`src/rtl/pd_pkg.sv`:
```
`default_nettype none

package pd_pkg;

	// Bit 0 is the MSB throughout
	typedef logic [0:15] instr_t;	// Instruction word
	typedef logic [0:5]  opcode_t;	// Opcode, word bits 0..5
	typedef logic [0:2]  field_t;	// A, B or C register field
	typedef logic [0:8]  r0_t;	// R0 flags Z M V C L E G Y X
	typedef logic [3:0]  grp_t;	// Instruction group code
	typedef logic [1:0]  action_t;	// Decode action

	// Instruction groups by opcode range (octal)
	localparam grp_t GRP_ILL   = 4'd0;	// 000..017
	localparam grp_t GRP_NORM  = 4'd1;	// 020..034, 040..057
	localparam grp_t GRP_IO    = 4'd2;	// 035 OU, 036 IN
	localparam grp_t GRP_FP    = 4'd3;	// 037 wide/float arithmetic
	localparam grp_t GRP_SHORT = 4'd4;	// 060..067 short argument
	localparam grp_t GRP_JS    = 4'd5;	// 070
	localparam grp_t GRP_KA2   = 4'd6;	// 071
	localparam grp_t GRP_C     = 4'd7;	// 072
	localparam grp_t GRP_S     = 4'd8;	// 073 system
	localparam grp_t GRP_J     = 4'd9;	// 074 jumps
	localparam grp_t GRP_L     = 4'd10;	// 075
	localparam grp_t GRP_G     = 4'd11;	// 076
	localparam grp_t GRP_BN    = 4'd12;	// 077

	// What execute does with the instruction
	localparam action_t ACT_EXEC = 2'd0;	// Run it
	localparam action_t ACT_SKIP = 2'd1;	// Ineffective
	localparam action_t ACT_TRAP = 2'd2;	// Illegal
	// 2'd3 is never produced

	// Index of each flag inside r0_t
	localparam int R0_Z = 0;	// Zero
	localparam int R0_M = 1;	// Minus
	localparam int R0_V = 2;	// Overflow
	localparam int R0_C = 3;	// Carry
	localparam int R0_L = 4;	// Less
	localparam int R0_E = 5;	// Equal
	localparam int R0_G = 6;	// Greater
	localparam int R0_Y = 7;	// Y bit
	localparam int R0_X = 8;	// X bit

endpackage

`default_nettype wire
```
`src/rtl/pd_top.sv`:
```
`timescale 1ns/1ps
`default_nettype none

module pd_top #(
	parameter bit INOU_USER_ILLEGAL = 1'b1	// IN/OU trap in user mode
) (
	input  wire                 clk_sys,
	input  wire                 rst_n,
	// Fetch side
	input  wire                 word_valid,
	input  wire pd_pkg::instr_t word,
	input  wire                 q,	// User mode
	input  wire                 p,	// Skip flag
	input  wire                 mc_3,
	input  wire pd_pkg::r0_t    r0,
	input  wire                 si1,	// Invalidate
	output logic                word_ready,
	// Execute side
	input  wire                 dec_ready,
	output logic                dec_valid,
	output pd_pkg::grp_t        dec_grp,
	output pd_pkg::field_t      dec_a,
	output pd_pkg::field_t      dec_b,
	output pd_pkg::field_t      dec_c,
	output logic                dec_need_arg,
	output pd_pkg::action_t     dec_action
);

	logic           ir_valid;	// IR stage state
	pd_pkg::instr_t ir;
	logic           ir_q, ir_p, ir_mc_3;	// Flags captured with IR
	pd_pkg::r0_t    ir_r0;
	logic           ir_ready;	// Merge back-pressure
	pd_pkg::grp_t   grp;	// Decoder results
	logic           need_arg;
	logic           illegal, ineffective;

	ir_stage u_ir (
		.clk_sys(clk_sys), .rst_n(rst_n),
		.word_valid(word_valid), .word(word), .q(q), .p(p), .mc_3(mc_3),
		.r0(r0), .si1(si1), .word_ready(word_ready),
		.ir_ready(ir_ready), .ir_valid(ir_valid), .ir(ir),
		.ir_q(ir_q), .ir_p(ir_p), .ir_mc_3(ir_mc_3), .ir_r0(ir_r0)
	);

	opcode_decoder u_op (.ir(ir), .grp(grp), .need_arg(need_arg));

	legality_checker #(.INOU_USER_ILLEGAL(INOU_USER_ILLEGAL)) u_leg (
		.ir(ir), .grp(grp), .ir_q(ir_q), .ir_p(ir_p), .ir_mc_3(ir_mc_3),
		.ir_r0(ir_r0), .illegal(illegal), .ineffective(ineffective)
	);

	decode_merge u_merge (
		.clk_sys(clk_sys), .rst_n(rst_n),
		.ir_valid(ir_valid), .ir(ir), .grp(grp), .need_arg(need_arg),
		.illegal(illegal), .ineffective(ineffective), .ir_ready(ir_ready),
		.dec_ready(dec_ready), .dec_valid(dec_valid), .dec_grp(dec_grp),
		.dec_a(dec_a), .dec_b(dec_b), .dec_c(dec_c),
		.dec_need_arg(dec_need_arg), .dec_action(dec_action)
	);

endmodule

`default_nettype wire

```
`src/rtl/decode_merge.sv`:
```
`timescale 1ns/1ps
`default_nettype none

module decode_merge (
	input  wire                 clk_sys,
	input  wire                 rst_n,
	// From IR stage and decoders
	input  wire                 ir_valid,	// IR holds a word
	input  wire pd_pkg::instr_t ir,	// Latched word
	input  wire pd_pkg::grp_t   grp,	// Group code
	input  wire                 need_arg,	// Argument in next word
	input  wire                 illegal,	// Trap condition
	input  wire                 ineffective,	// Skip condition
	output logic                ir_ready,	// Merge takes IR this edge
	// Decoded record
	input  wire                 dec_ready,	// Consumer takes record
	output logic                dec_valid,	// Record present
	output pd_pkg::grp_t        dec_grp,
	output pd_pkg::field_t      dec_a,
	output pd_pkg::field_t      dec_b,
	output pd_pkg::field_t      dec_c,
	output logic                dec_need_arg,
	output pd_pkg::action_t     dec_action
);

	pd_pkg::action_t action;	// Action for the word in IR
	logic            load;	// Record register loads

	// Trap wins over skip
	always_comb begin
		if (illegal) begin
			action = pd_pkg::ACT_TRAP;
		end else if (ineffective) begin
			action = pd_pkg::ACT_SKIP;
		end else begin
			action = pd_pkg::ACT_EXEC;
		end
	end

	// Free slot or the current record leaves now
	assign ir_ready = ~dec_valid | dec_ready;
	assign load = ir_valid & ir_ready;

	always_ff @(posedge clk_sys) begin
		if (!rst_n) begin
			dec_valid <= 1'b0;
		end else if (ir_ready) begin
			dec_valid <= ir_valid;	// Bubble if IR empty
		end
	end

	// Held while dec_ready is low
	always_ff @(posedge clk_sys) begin
		if (load) begin
			dec_grp <= grp;
			dec_a <= ir[7:9];	// Field A
			dec_b <= ir[10:12];	// Field B
			dec_c <= ir[13:15];	// Field C
			dec_need_arg <= need_arg;
			dec_action <= action;
		end
	end

endmodule

`default_nettype wire

```
`src/rtl/legality_checker.sv`:
```
`timescale 1ns/1ps
`default_nettype none

module legality_checker #(
	parameter bit INOU_USER_ILLEGAL = 1'b1	// IN/OU trap in user mode
) (
	input  wire pd_pkg::instr_t ir,	// Latched word
	input  wire pd_pkg::grp_t   grp,	// Group from opcode decoder
	input  wire                 ir_q,	// User mode
	input  wire                 ir_p,	// Skip flag
	input  wire                 ir_mc_3,	// Premodification limit
	input  wire pd_pkg::r0_t    ir_r0,	// R0 flags
	output logic                illegal,
	output logic                ineffective
);

	pd_pkg::field_t fa;	// A field
	pd_pkg::field_t fb;	// B field
	logic [0:7]     a_eq;	// A field one-hot
	logic           a_hi;	// A is 5..7
	logic           b_1;	// B is 1
	logic           c_hi;	// Bits 13..14 set
	logic           g_ill, g_s, g_bn, g_io, g_c, g_j, g_js;
	logic           ill_op;	// Rules 1, 2, 6, 7, 8
	logic           ill_user;	// Rules 3, 4, 5
	logic           fail_j;	// J condition not met
	logic           fail_js;	// JS condition not met

	assign fa = ir[7:9];
	assign fb = ir[10:12];
	assign b_1 = (fb == 3'd1);
	assign c_hi = (ir[13:14] != 2'b00);

	always_comb begin
		a_eq = '0;
		a_eq[fa] = 1'b1;
	end
	assign a_hi = a_eq[5] | a_eq[6] | a_eq[7];

	assign g_ill = (grp == pd_pkg::GRP_ILL);
	assign g_s   = (grp == pd_pkg::GRP_S);
	assign g_bn  = (grp == pd_pkg::GRP_BN);
	assign g_io  = (grp == pd_pkg::GRP_IO);
	assign g_c   = (grp == pd_pkg::GRP_C);
	assign g_j   = (grp == pd_pkg::GRP_J);
	assign g_js  = (grp == pd_pkg::GRP_JS);

	// Unassigned opcodes, unused S and C codes, MD past the limit
	assign ill_op = g_ill
		| (g_s & a_hi)
		| (g_c & (fb[0] | (fb[1] & fb[2])))	// B is 3 or 4..7
		| (g_c & b_1 & c_hi)
		| (g_bn & a_eq[5] & ir_mc_3);	// MD after three premods

	// Privileged in user mode
	assign ill_user = ir_q & (g_s
		| (g_bn & ~a_hi)	// MB, IM, KI, FI, SP
		| (g_io & INOU_USER_ILLEGAL));

	assign illegal = ill_op | ill_user;

	// Group J, A 0 and 7 unconditional
	always_comb begin
		case (fa)
			3'd1: fail_j = ~ir_r0[pd_pkg::R0_L];	// JL
			3'd2: fail_j = ~ir_r0[pd_pkg::R0_E];	// JE
			3'd3: fail_j = ~ir_r0[pd_pkg::R0_G];	// JG
			3'd4: fail_j = ~ir_r0[pd_pkg::R0_Z];	// JZ
			3'd5: fail_j = ~ir_r0[pd_pkg::R0_M];	// JM
			3'd6: fail_j = ir_r0[pd_pkg::R0_E];	// JN wants E clear
			default: fail_j = 1'b0;
		endcase
	end

	// Group JS, A 0 unconditional
	always_comb begin
		case (fa)
			3'd1: fail_js = ~ir_r0[pd_pkg::R0_L];
			3'd2: fail_js = ~ir_r0[pd_pkg::R0_E];
			3'd3: fail_js = ~ir_r0[pd_pkg::R0_G];
			3'd4: fail_js = ~ir_r0[pd_pkg::R0_V];	// JVS
			3'd5: fail_js = ~ir_r0[pd_pkg::R0_X];	// JXS
			3'd6: fail_js = ~ir_r0[pd_pkg::R0_Y];	// JYS
			3'd7: fail_js = ~ir_r0[pd_pkg::R0_C];	// JCS
			default: fail_js = 1'b0;
		endcase
	end

	// P skips whatever comes next
	assign ineffective = ir_p | (g_j & fail_j) | (g_js & fail_js);

endmodule

`default_nettype wire

```
`src/rtl/opcode_decoder.sv`:
```
`timescale 1ns/1ps
`default_nettype none

module opcode_decoder (
	input  wire pd_pkg::instr_t ir,	// Latched instruction word
	output pd_pkg::grp_t        grp,	// Group code
	output logic                need_arg	// Argument sits in next word
);

	pd_pkg::opcode_t op;	// Opcode field
	pd_pkg::field_t  fc;	// C field
	logic            c0;	// C field is zero
	logic            g_ill;	// 000..017
	logic            g_norm;	// Normal two-argument
	logic            g_io;	// IN, OU
	logic            g_fp;	// 037
	logic            g_short;	// 060..067
	logic            g_ka;	// 070..077 block
	logic [0:7]      ka_sel;	// One-hot within 070..077

	assign op = ir[0:5];
	assign fc = ir[13:15];
	assign c0 = (fc == 3'd0);

	// Coarse split on the top opcode bits
	assign g_ill   = (op[0:1] == 2'b00);
	assign g_short = (op[0:2] == 3'b110);
	assign g_ka    = (op[0:2] == 3'b111);

	// 035..037 carved out of the 020..037 range
	assign g_io = (op == 6'o35) | (op == 6'o36);
	assign g_fp = (op == 6'o37);

	// Rest of 020..057
	assign g_norm = ~g_ill & ~g_short & ~g_ka & ~g_io & ~g_fp;

	// Low three bits pick one of eight groups
	always_comb begin
		ka_sel = '0;
		if (g_ka) begin
			ka_sel[op[3:5]] = 1'b1;
		end
	end

	// Encode the one-hot lines
	always_comb begin
		grp = pd_pkg::GRP_ILL;	// Also covers g_ill
		if (g_norm) begin
			grp = pd_pkg::GRP_NORM;
		end else if (g_io) begin
			grp = pd_pkg::GRP_IO;
		end else if (g_fp) begin
			grp = pd_pkg::GRP_FP;
		end else if (g_short) begin
			grp = pd_pkg::GRP_SHORT;
		end else if (ka_sel[0]) begin
			grp = pd_pkg::GRP_JS;	// 070
		end else if (ka_sel[1]) begin
			grp = pd_pkg::GRP_KA2;	// 071
		end else if (ka_sel[2]) begin
			grp = pd_pkg::GRP_C;	// 072
		end else if (ka_sel[3]) begin
			grp = pd_pkg::GRP_S;	// 073
		end else if (ka_sel[4]) begin
			grp = pd_pkg::GRP_J;	// 074
		end else if (ka_sel[5]) begin
			grp = pd_pkg::GRP_L;	// 075
		end else if (ka_sel[6]) begin
			grp = pd_pkg::GRP_G;	// 076
		end else if (ka_sel[7]) begin
			grp = pd_pkg::GRP_BN;	// 077
		end
	end

	// Normal argument with C=0 means the argument is the next word
	assign need_arg = (g_norm | g_io | g_fp) & c0;

endmodule

`default_nettype wire

```
`src/rtl/ir_stage.sv`:
```
`timescale 1ns/1ps
`default_nettype none

module ir_stage (
	input  wire                 clk_sys,
	input  wire                 rst_n,
	// Fetch side
	input  wire                 word_valid,	// Word offered
	input  wire pd_pkg::instr_t word,	// Instruction word
	input  wire                 q,	// User mode
	input  wire                 p,	// Skip flag
	input  wire                 mc_3,	// Three premodifications done
	input  wire pd_pkg::r0_t    r0,	// R0 flags
	input  wire                 si1,	// Invalidate at capture
	output logic                word_ready,	// Stage can take a word
	// Toward the decoders
	input  wire                 ir_ready,	// Merge takes IR this edge
	output logic                ir_valid,	// IR holds a word
	output pd_pkg::instr_t      ir,	// Instruction register
	output logic                ir_q,	// Flags latched with the word
	output logic                ir_p,
	output logic                ir_mc_3,
	output pd_pkg::r0_t         ir_r0
);

	logic           load;	// Word accepted this edge
	pd_pkg::instr_t word_in;	// Word after invalidation

	// Empty or draining, so a new word fits
	assign word_ready = ~ir_valid | ir_ready;
	assign load = word_valid & word_ready;

	// SI1 forces opcode bits 0..1 low, opcode lands in 000..017
	assign word_in = {word[0:1] & {2{~si1}}, word[2:15]};

	always_ff @(posedge clk_sys) begin
		if (!rst_n) begin
			ir_valid <= 1'b0;	// Empty after reset
		end else if (word_ready) begin
			ir_valid <= word_valid;	// Refill or drain
		end
	end

	// Word and its flags go in together
	always_ff @(posedge clk_sys) begin
		if (load) begin
			ir <= word_in;
			ir_q <= q;	// Mode at fetch time
			ir_p <= p;
			ir_mc_3 <= mc_3;
			ir_r0 <= r0;	// Later flag updates ignored
		end
	end

endmodule

`default_nettype wire

```
`config.mk`:
```
export PLATFORM = sky130hd
export DESIGN_NAME = pd_top
export DESIGN_NICKNAME = d
export VERILOG_FILES = /design/src/rtl/pd_pkg.sv /design/src/rtl/pd_top.sv /design/src/rtl/decode_merge.sv /design/src/rtl/legality_checker.sv /design/src/rtl/opcode_decoder.sv /design/src/rtl/ir_stage.sv
export SDC_FILE = /design/constraint.sdc
export NUM_CORES = 1
export LEC_CHECK = 0
export BUFFER_PORTS_ARGS = -buffer_cell sky130_fd_sc_hd__buf_4
export CAP_MARGIN = 0
export CORE_ASPECT_RATIO = 0.8
export CORE_MARGIN = 4
export CORE_UTILIZATION = 35
export CTS_BUF_LIST = sky130_fd_sc_hd__clkbuf_2 sky130_fd_sc_hd__clkbuf_4 sky130_fd_sc_hd__clkbuf_8
export CTS_CLUSTER_SIZE = 20
export DETAILED_ROUTE_END_ITERATION = 10
export GPL_ROUTABILITY_DRIVEN = 0
export PLACE_DENSITY = 0.66
export SKIP_CTS_REPAIR_TIMING = 1
export SLEW_MARGIN = 10
export SYNTH_ARGS = -nofsm -noshare
export SYNTH_HDL_FRONTEND = slang
export SYNTH_SLANG_ARGS = --single-unit
```
`constraint.sdc`:
```
create_clock -name clk_sys -period 2.1 [get_ports clk_sys]
set_clock_uncertainty 0.1 [all_clocks]
set_input_delay 0.105 -clock clk_sys [delete_from_list [all_inputs] [get_ports clk_sys]]
set_output_delay 0.105 -clock clk_sys [all_outputs]
set_load 0.05 [all_outputs]
```
; ---- Yosys cells after proc, flatten, opt, wreduce, memory -nomap -nowiden
; Cells that the tools add are included.
[word_totals]
input_bits = 33
regBits = 46
wordCells = 118
[classes]
reduce_logical = 6
muxes = 20
n_lt_le_gt_ge = 4
eq_ne = 19
n_bitwise = 56
[op_table]
columns = cell, count
row1 = 4-bit two-way mux, 12
row2 = 1-bit bitwise AND, 18
row3 = "3-bit equality test, second input constant", 6
row4 = "6-bit by 5-bit equality test with 1-bit output, second input constant", 3
row5 = 1-bit inverter, 18
row6 = 1-bit OR, 17
row7 = "4-bit equality test, second input constant", 3
row8 = "4-bit by 3-bit equality test with 1-bit output, second input constant", 2
row9 = "4-bit >= comparator, second input constant", 2
row10 = "4-bit by 1-bit < comparator with 1-bit output, second input constant", 2
row11 = 8-bit two-way mux, 1
row12 = 3-bit inverter with 4-bit output, 2
row13 = 1-bit case mux with 7 select lines, 1
row14 = 1-bit demux with 3-bit select, 2
row15 = "3-bit by 1-bit equality test with 1-bit output, second input constant", 2
row16 = "3-bit by 2-bit equality test with 1-bit output, second input constant", 2
row17 = 1-bit case mux with 6 select lines, 1
row18 = "4-bit by 2-bit equality test with 1-bit output, second input constant", 1
row19 = 4-bit logical NOT, 1
row20 = 3-bit logical NOT, 1
row21 = 1-bit two-way mux, 3
row22 = 2-bit bitwise AND, 1
row23 = 1-bit logical AND, 2
row24 = 2-bit logical NOT, 1
row25 = 2-bit nonzero test, 1

; ---- Logic depth before layout (Yosys ltp)
; Gate-level depths: netlist (run 1).
[depth]
word_depth = 25
ltp_mapped = 8
depth_no_buf = 7

; ---- Hierarchy
; Synthesis (run 1) repeated with hierarchy kept, for this count alone.
[unflattened]
cells_unflattened = 114
area_unflattened_um2 = 1884.3
[modules_own_cells]
columns = module, cells_each, n_inst, area_each_um2
row1 = ir_stage, 35, 1, 910.9
row2 = decode_merge, 22, 1, 544.3
row3 = legality_checker, 37, 1, 280.3
row4 = opcode_decoder, 20, 1, 148.9

; ---- Worst setup path before layout (run 1)
; No wires, ideal clock.
[synth_path]
path_type = reg2reg
from = register u_merge.dec_valid
to = register u_ir.ir[0], enable pin
setup_time_ps = 386
n_path_buf = 0
arrival_time_ps = 1831
t_required_ps = 1614
path_stages_with_launch = 4
setup_slack_ps = -218
cell_sequence = dfxtp_1 > nor2b_1 > nand2_1 > and2_1
[synth_via]
elab_chain_len = 4
[synth_lines]
columns = element, line_no
row1 = start: declaration, decode_merge.sv:17  ; output logic dec_valid,
row2 = start signal: assignment, decode_merge.sv:48  ; dec_valid <= ir_valid;
row3 = 1-bit inverter, decode_merge.sv:41  ; assign ir_ready = ~dec_valid | dec_ready;
row4 = 1-bit OR, decode_merge.sv:41
row5 = 1-bit OR, ir_stage.sv:30  ; assign word_ready = ~ir_valid | ir_ready;
row6 = named net word_ready, pd_top.sv:17  ; output logic word_ready,
row7 = 1-bit bitwise AND, ir_stage.sv:31  ; assign load = word_valid & word_ready;
row8 = named net u_ir.load, ir_stage.sv:26  ; logic load;
row9 = end signal: assignment, ir_stage.sv:47  ; ir <= word_in;
row10 = end: declaration, ir_stage.sv:19  ; output pd_pkg::instr_t ir,
; The timed path passes the listed nets, and every way through them passes these cells.
; A chain may end at the register's enable or synchronous reset.

; ---- Worst setup path in the final report (run 1)
[layout_path]
from = register u_ir.ir[15]
to = register u_merge.dec_action[1], data pin
[layout_via]
elab_chain_len = 21
[layout_lines]
columns = element, line_no
row1 = 3-bit equality test, opcode_decoder.sv:28  ; assign g_ka = (op[0:2] == 3'b111);
row2 = 8-bit two-way mux, opcode_decoder.sv:40  ; if (g_ka) begin
row3 = 4-bit two-way mux, opcode_decoder.sv:70  ; end else if (ka_sel[7]) begin
row4 = 4-bit two-way mux, opcode_decoder.sv:68  ; end else if (ka_sel[6]) begin
row5 = 4-bit two-way mux, opcode_decoder.sv:66  ; end else if (ka_sel[5]) begin
row6 = 4-bit two-way mux, opcode_decoder.sv:64  ; end else if (ka_sel[4]) begin
row7 = 4-bit two-way mux, opcode_decoder.sv:62  ; end else if (ka_sel[3]) begin
row8 = 4-bit two-way mux, opcode_decoder.sv:60  ; end else if (ka_sel[2]) begin
row9 = [... 6 more ...], --
row10 = 4-bit equality test, legality_checker.sv:41  ; assign g_s = (grp == pd_pkg::GRP_S);
row11 = 1-bit bitwise AND, legality_checker.sv:50  ; | (g_s & a_hi)
row12 = 1-bit OR, legality_checker.sv:50
row13 = 1-bit OR, legality_checker.sv:51  ; | (g_c & (fb[0] | (fb[1] & fb[2])))
row14 = 1-bit OR, legality_checker.sv:52  ; | (g_c & b_1 & c_hi)
row15 = 1-bit OR, legality_checker.sv:53  ; | (g_bn & a_eq[5] & ir_mc_3);
row16 = 1-bit OR (*), legality_checker.sv:60  ; assign illegal = ill_op | ill_user;
row17 = named net illegal, pd_top.sv:36  ; logic illegal, ineffective;
row18 = end signal: assignment, decode_merge.sv:60  ; dec_action <= action;
row19 = end: declaration, decode_merge.sv:23  ; output pd_pkg::action_t dec_action
; Mark *: on every way through the listed nets, which the timed path passes. The rest lies on a longest branch.

==> metrics.cfg, run 1 <==
[cells_and_area]
layout-drive-gt1-share_pct = 32.69
antenna_cells = 0
area_delta_synth_final_pct = 44.26
nNetsFinal = 242

[clock_tree]
cts-root-buf = clkbuf_8
htreeDepth = 2
cts_tree = built
numCtsBuffers = 5
clk_latency_ns = 0.29
path_clk_slew_ns = 0.08
cts_sinks = 45
clk_path_buf_depth = 2

[critical_path]
crit_end = u_merge.dec_action[1]
required_ns = 2.05
worst_setup_path_start_kind = register
cp.arrival_ns = 1.94
rr_endpoint = u_merge.dec_action[1]
crit_start = u_ir.ir[15]
rrSetupSlack_ns = 0.11
r2r-start = u_ir.ir[15]
path_max_fanout = 7
cp-end-kind = register
r2r_cells = 6
criticalPathCategory = register to register

[power_and_ir_drop]
p_clk_share_pct = 30.9
powerDensity_mw_per_mm2 = 729.1
netSwitchingFraction_pct = 22.63
p_seq_share_pct = 54.6
power.total_mw = 1.971
leakagePower_nw = 1.039
peakVddDrop_mv = 0.2762
intPower_mw = 1.525
p_switching_uw = 446.2
comb_power_share_pct = 14.5

[global_route]
grt_start_max_net_pins = 28
grt_pass1_wl_mm = 5.851
overflow = 0
grt_pass1_vias = 1255
antenna_found_initial = 0
grtUsageTotal_pct = 11.33

[timing]
holdWs_ns = 0.02251
finalCriticalPeriod_ns = 1.993
setup_tns_ns = 0
rsz0062_at_grt = no
worstMarginPinSlew_ns = 0.4307
setup_violations = 0
slew_headroom_pct = 71.29
max_freq_ghz = 0.5017
drv_slew = 0
hold_viol = 0
final.period_utilization_pct = 94.92

[synthesis]
synthArstFlopShare_pct = 0
synth_enable_flop_cells = 43
ys_warn_count = 0
synth.top_cell.area_share_pct = 68.89
netlist_instances = 127
yosysTopAreaCell = edfxtp_1
ys_types = 37
syn_avg_cell_area_um2 = 14.76
synth_area_mm2 = 0.001874
syn_nets = 161
yosysSeqAreaShare_pct = 71.03
ys.flop_type = edfxtp_1
yosys_register_bits = 45
synth_area_leaders = edfxtp_1, a21oi_1, dfxtp_1

[flow_run]
max-cap-violations = 0

[worst_hold_path]
hold_start = word[14]
hold_path_class = input pin to register

[detailed_routing]
wl_mm = 3.767
num_vias = 1306
drtPass1Iterations = 4
drtAntennaViolNets = 0
post_drt_via_cell_ratio = 4.837
route.detailed.drc = 0
post_drt_wl_per_cell_um = 13.95
first_iter_violations = 145

[die]
io_pins = 51
coreArea_mm2 = 0.005094
die_w_um = 89.82
start_util_pct = 36.80
dieArea_mm2 = 0.006597
rows = 23
die_y_um = 73.46

[placement]
post-dp-hpwl_mm = 2.532
io_buffer_count = 49

[status]
outcome = finished, final reports clean

[synthesized netlist by cell type, types with 2 or more instances]
cell        n
a211oi_1    2
a21oi_1     8
a31oi_1     2
and2_1      2
buf_2       5
dfxtp_1     2
edfxtp_1   43
inv_1       6
mux2i_1     3
nand2_1     6
nand3_1     3
nor2_1      7
nor2b_1     6
nor3_1      2
o2111ai_1   4
o21a_1      3
o22ai_1     2
xnor2_1     2
[placed cells by master, fill, tap and decap left out, types with 2 or more instances in the layout]
master,instances
o21a_1,3
a31oi_1,2
nand3_1,3
edfxtp_1,43
nor3_1,2
dlygate4sd3_1,28
buf_4,52
nand2_1,6
nor2_1,7
xnor2_1,2
nor2b_1,6
inv_1,6
o2111ai_1,4
mux2i_1,3
a21oi_1,8
clkbuf_8,5
o22ai_1,2
dfxtp_1,2
a211oi_1,2
[power groups by stage]
stage	clock network, mW	logic (mW)	registers (mW)
finish	0.609	0.285	1.08
global route	0.665	0.306	1.08
CTS	0.623	0.241	1.08
detailed placement	0	0.238	1.10
global placement	0	0.235	1.09
floorplan	0	0.102	1.14
[flip-flops by register name (all words and copies together) (netlist names), 2 cells and up]
register and count:
u_ir.ir 15, u_ir.ir_r0 9, u_merge.dec_a 3, u_merge.dec_action 2, u_merge.dec_b 3, u_merge.dec_c 3, u_merge.dec_grp 4
[metal layers]
metal / part of all wire [%] / GRT usage, % / routed length, um / vias up
li1: - / - / - / 650
met1: 41 / 13.66 / 1562 / 598
met2: 50 / 18.42 / 1901 / 50
met3: 5.7 / 4.094 / 214 / 8
met4: 2.3 / 5.442 / 88 / 0
met5: 0 / 0 / 0 / -
[layout make-up]
| type | instances | area [um2] |
|---|---|---|
| well taps | 62 | 77.57 |
| fillers | 426 | 2390 |
| clock buffers | 5 | 68.82 |
| flip-flops and latches | 45 | 1331 |
| inverters | 6 | 22.52 |
| multi-input cells | 70 | 498.0 |
| clock inverters | 2 | 35.03 |
| repair buffers | 80 | 670.6 |
[worst max-delay path, stage by stage (launching register included)]
cell and delay (ns):
edfxtp_1 0.42, inv_1 0.08, ha_2 0.24, o2111ai_2 0.16, a22o_1 0.25, a32o_2 0.29, a21o_2 0.21
[worst min path at each step]
stage	endpoint	slack, ns	cells after the start
after global placement	u_ir.ir_r0[8]	0.18	1
after global routing	u_ir.ir[14]	0.02	2
after floorplan	u_ir.ir[0]	0.10	0
after detailed placement	u_ir.ir_r0[5]	0.18	1
after CTS	u_ir.ir[0]	-0.12	1
final	u_ir.ir[14]	0.02	2
[logic make-up (layout without fill, tap and decap cells)]
kind of cell               Yosys count  after routing  synth area share [%]
and+or+nand+nor                     29             29                 7.811
buffers and inverters               12             93                 3.137
muxes                                4              4                 2.804
AOI/OAI and AO/OA                   34             34                 13.62
DFF                                 45             45                 71.03
adders and majority gates            1              1                0.6675
xor gates and xnor gates             2              2                0.9348
[through the flow]
step | utilization, % | setup slack (ns) | std cells | area (um2)
5_1_grt | 53.08 | 0.02027 | 270 | 2704
6_report | 53.08 | 0.1066 | 270 | 2704
3_5_place_dp | 45.32 | 0.09580 | 235 | 2308
3_3_place_gp | 45.32 | 0.1332 | 235 | 2308
2_1_floorplan | - | 0.1059 | 127 | 1877
4_1_cts | 47.36 | 0.08335 | 242 | 2412
Note: power is estimated with default switching activity, not from simulation.
==> run 2, diff against run 1 <==
- CORE_UTILIZATION: 35 -> 48
- PLACE_DENSITY: 0.66 -> 0.83
==> run 2 against run 1 <==
Net effect:
- sequential power about the same
- sequential share of layout area increased by 0.39 points
- clock power decreased by 14%
- die area decreased by 25%
- non-clock buffer count unchanged
- wire length increased by 0.93%
- cell area decreased by 0.79%
- power decreased by 4.3%
- worst setup slack got worse by 0.012 ns
- largest cell class unchanged
==> metrics.cfg, run 2 (synthesized netlist as in run 1, its figures left out) <==
[critical_path]
r2r_cells = 6
crit_family = compound AO/OA/AOI/OAI gates
path_cells = inv_1 > ha_2 > o2111ai_4 > a22o_1 > a32o_2 > a21o_2
path_max_fanout = 7
crit_buf_inv = 1
slowest_delay_ns = 0.42
required_ns = 2.05
criticalPathCategory = register to register
rr_endpoint = u_merge.dec_action[1]
slowest_stage = edfxtp_1
worst_setup_path_start_kind = register
cp.arrival_ns = 1.96
r2r-start = u_ir.ir[15]
cp-end-kind = register
rrSetupSlack_ns = 0.09

[power_and_ir_drop]
peakVddDrop_mv = 0.4573
powerDensity_mw_per_mm2 = 703.6
leakagePower_nw = 1.035
power.total_mw = 1.888

[die]
rows = 20
die_w_um = 77.87
dieArea_mm2 = 0.004975
start_util_pct = 49.60
io_pins = 51
die_y_um = 63.89
coreArea_mm2 = 0.003779

[worst_hold_path]
hold_depth = 2
hold_path_class = input pin to register
hold_start = word[15]
min_to = u_ir.ir[15]

[timing]
hold_viol = 0
max_freq_ghz = 0.4986
drv_slew = 0
rsz0062_at_grt = no
final.period_utilization_pct = 95.50
finalCriticalPeriod_ns = 2.006
slew_headroom_pct = 67.92
worstMarginPinSlew_ns = 0.4813
setup_violations = 0
holdWs_ns = 0.01163

[cells_and_area]
layout-drive-gt1-share_pct = 32.06
top_regs = u_ir.ir (15), u_ir.ir_r0 (9), u_merge.dec_grp (4)
top_register = u_ir.ir
antenna_cells = 0
largest_register_ffs = 15
final_area_mm2 = 0.002683
nNetsFinal = 242
area_delta_synth_final_pct = 43.12
layout_common_cells = buf_4, edfxtp_1, dlygate4sd3_1
final_common_cell = buf_4
finalNonFillerCells = 264

[global_route]
grt_start_max_net_pins = 28
antenna_found_initial = 0
use_met3_pct = 5.493
use_met2_pct = 24.36
grt_pass1_vias = 1255
grt_pass1_wl_mm = 5.533
overflow = 0
top_usage_layer = met2
grt_util_met1_pct = 16.34
grtUsageTotal_pct = 14.46

[clock_tree]
clk_path_buf_depth = 2
clk_latency_ns = 0.29
numCtsBuffers = 5
cts_sinks = 45
cts-root-buf = clkbuf_8
path_clk_slew_ns = 0.08
htreeDepth = 2
cts_tree = built

[detailed_routing]
drtAntennaViolNets = 0
drtPass1Iterations = 4
route.detailed.drc = 0
post_drt_via_cell_ratio = 5.117
post_drt_wl_per_cell_um = 14.40
num_vias = 1351
first_iter_violations = 94
wl_mm = 3.802

[placement]
placedInstanceArea_mm2 = 0.002300
io_buffer_count = 49
place_inst = 228
post-dp-hpwl_mm = 2.583

[status]
outcome = finished, final reports clean

[flow_run]
max-cap-violations = 0

-- run 2: cell count changes in the layout (fill, tap and decap cells not counted), sizes merged --
cell and change:
clkbuf +2, bufinv -1
-- run 2: worst max-delay path by stage --
stage / startpoint / endpoint / slack, ns / cells after the start
floorplan: u_merge.dec_valid / u_ir.ir[0] / 0.11 / 3
global placement: u_ir.ir[15] / u_merge.dec_action[1] / 0.10 / 6
detailed placement: u_ir.ir[15] / u_merge.dec_action[1] / 0.001 / 6
CTS: u_ir.ir[15] / u_merge.dec_action[1] / -0.005 / 6
global route: u_ir.ir[14] / u_merge.dec_action[0] / 0.01 / 6
finish: u_ir.ir[15] / u_merge.dec_action[1] / 0.09 / 6
-- run 2: cell type report --
class | count | area [um2]
fill | 244 | 1096
inverter | 6 | 22.52
sequential | 45 | 1331
tap | 55 | 68.82
timing repair buffer | 80 | 670.6
clock buffer | 7 | 83.83
multi-input combinational | 70 | 500.5
clock inverter | 1 | 5.005
-- run 2: per-stage QoR --
step	TNS (ns)	setup WS (ns)	util, %
2_1_floorplan	0	0.1059	-
3_3_place_gp	0	0.1043	60.86
3_5_place_dp	0	0.001306	60.86
4_1_cts	-0.004541	-0.004541	63.21
5_1_grt	0	0.01063	70.99
6_report	0	0.09447	70.99
-- run 2: worst register-to-register path: stages, from the launching register on --
cell,delay (ns)
edfxtp_1,0.42
inv_1,0.08
ha_2,0.26
o2111ai_4,0.17
a22o_1,0.26
a32o_2,0.28
a21o_2,0.21
-- run 2: metal layers --
layer	routed length, um	vias up
li1	-	655
met1	1455	629
met2	2021	63
met3	297	4
met4	27	0
met5	0	-
-- run 2: power by group --
part	switching [mW]	total (mW)	internal, mW
Clock	0.264	0.523	0.259
Combinational	0.148	0.288	0.140
Sequential	0.0355	1.08	1.04
Total	0.448	1.89	1.44
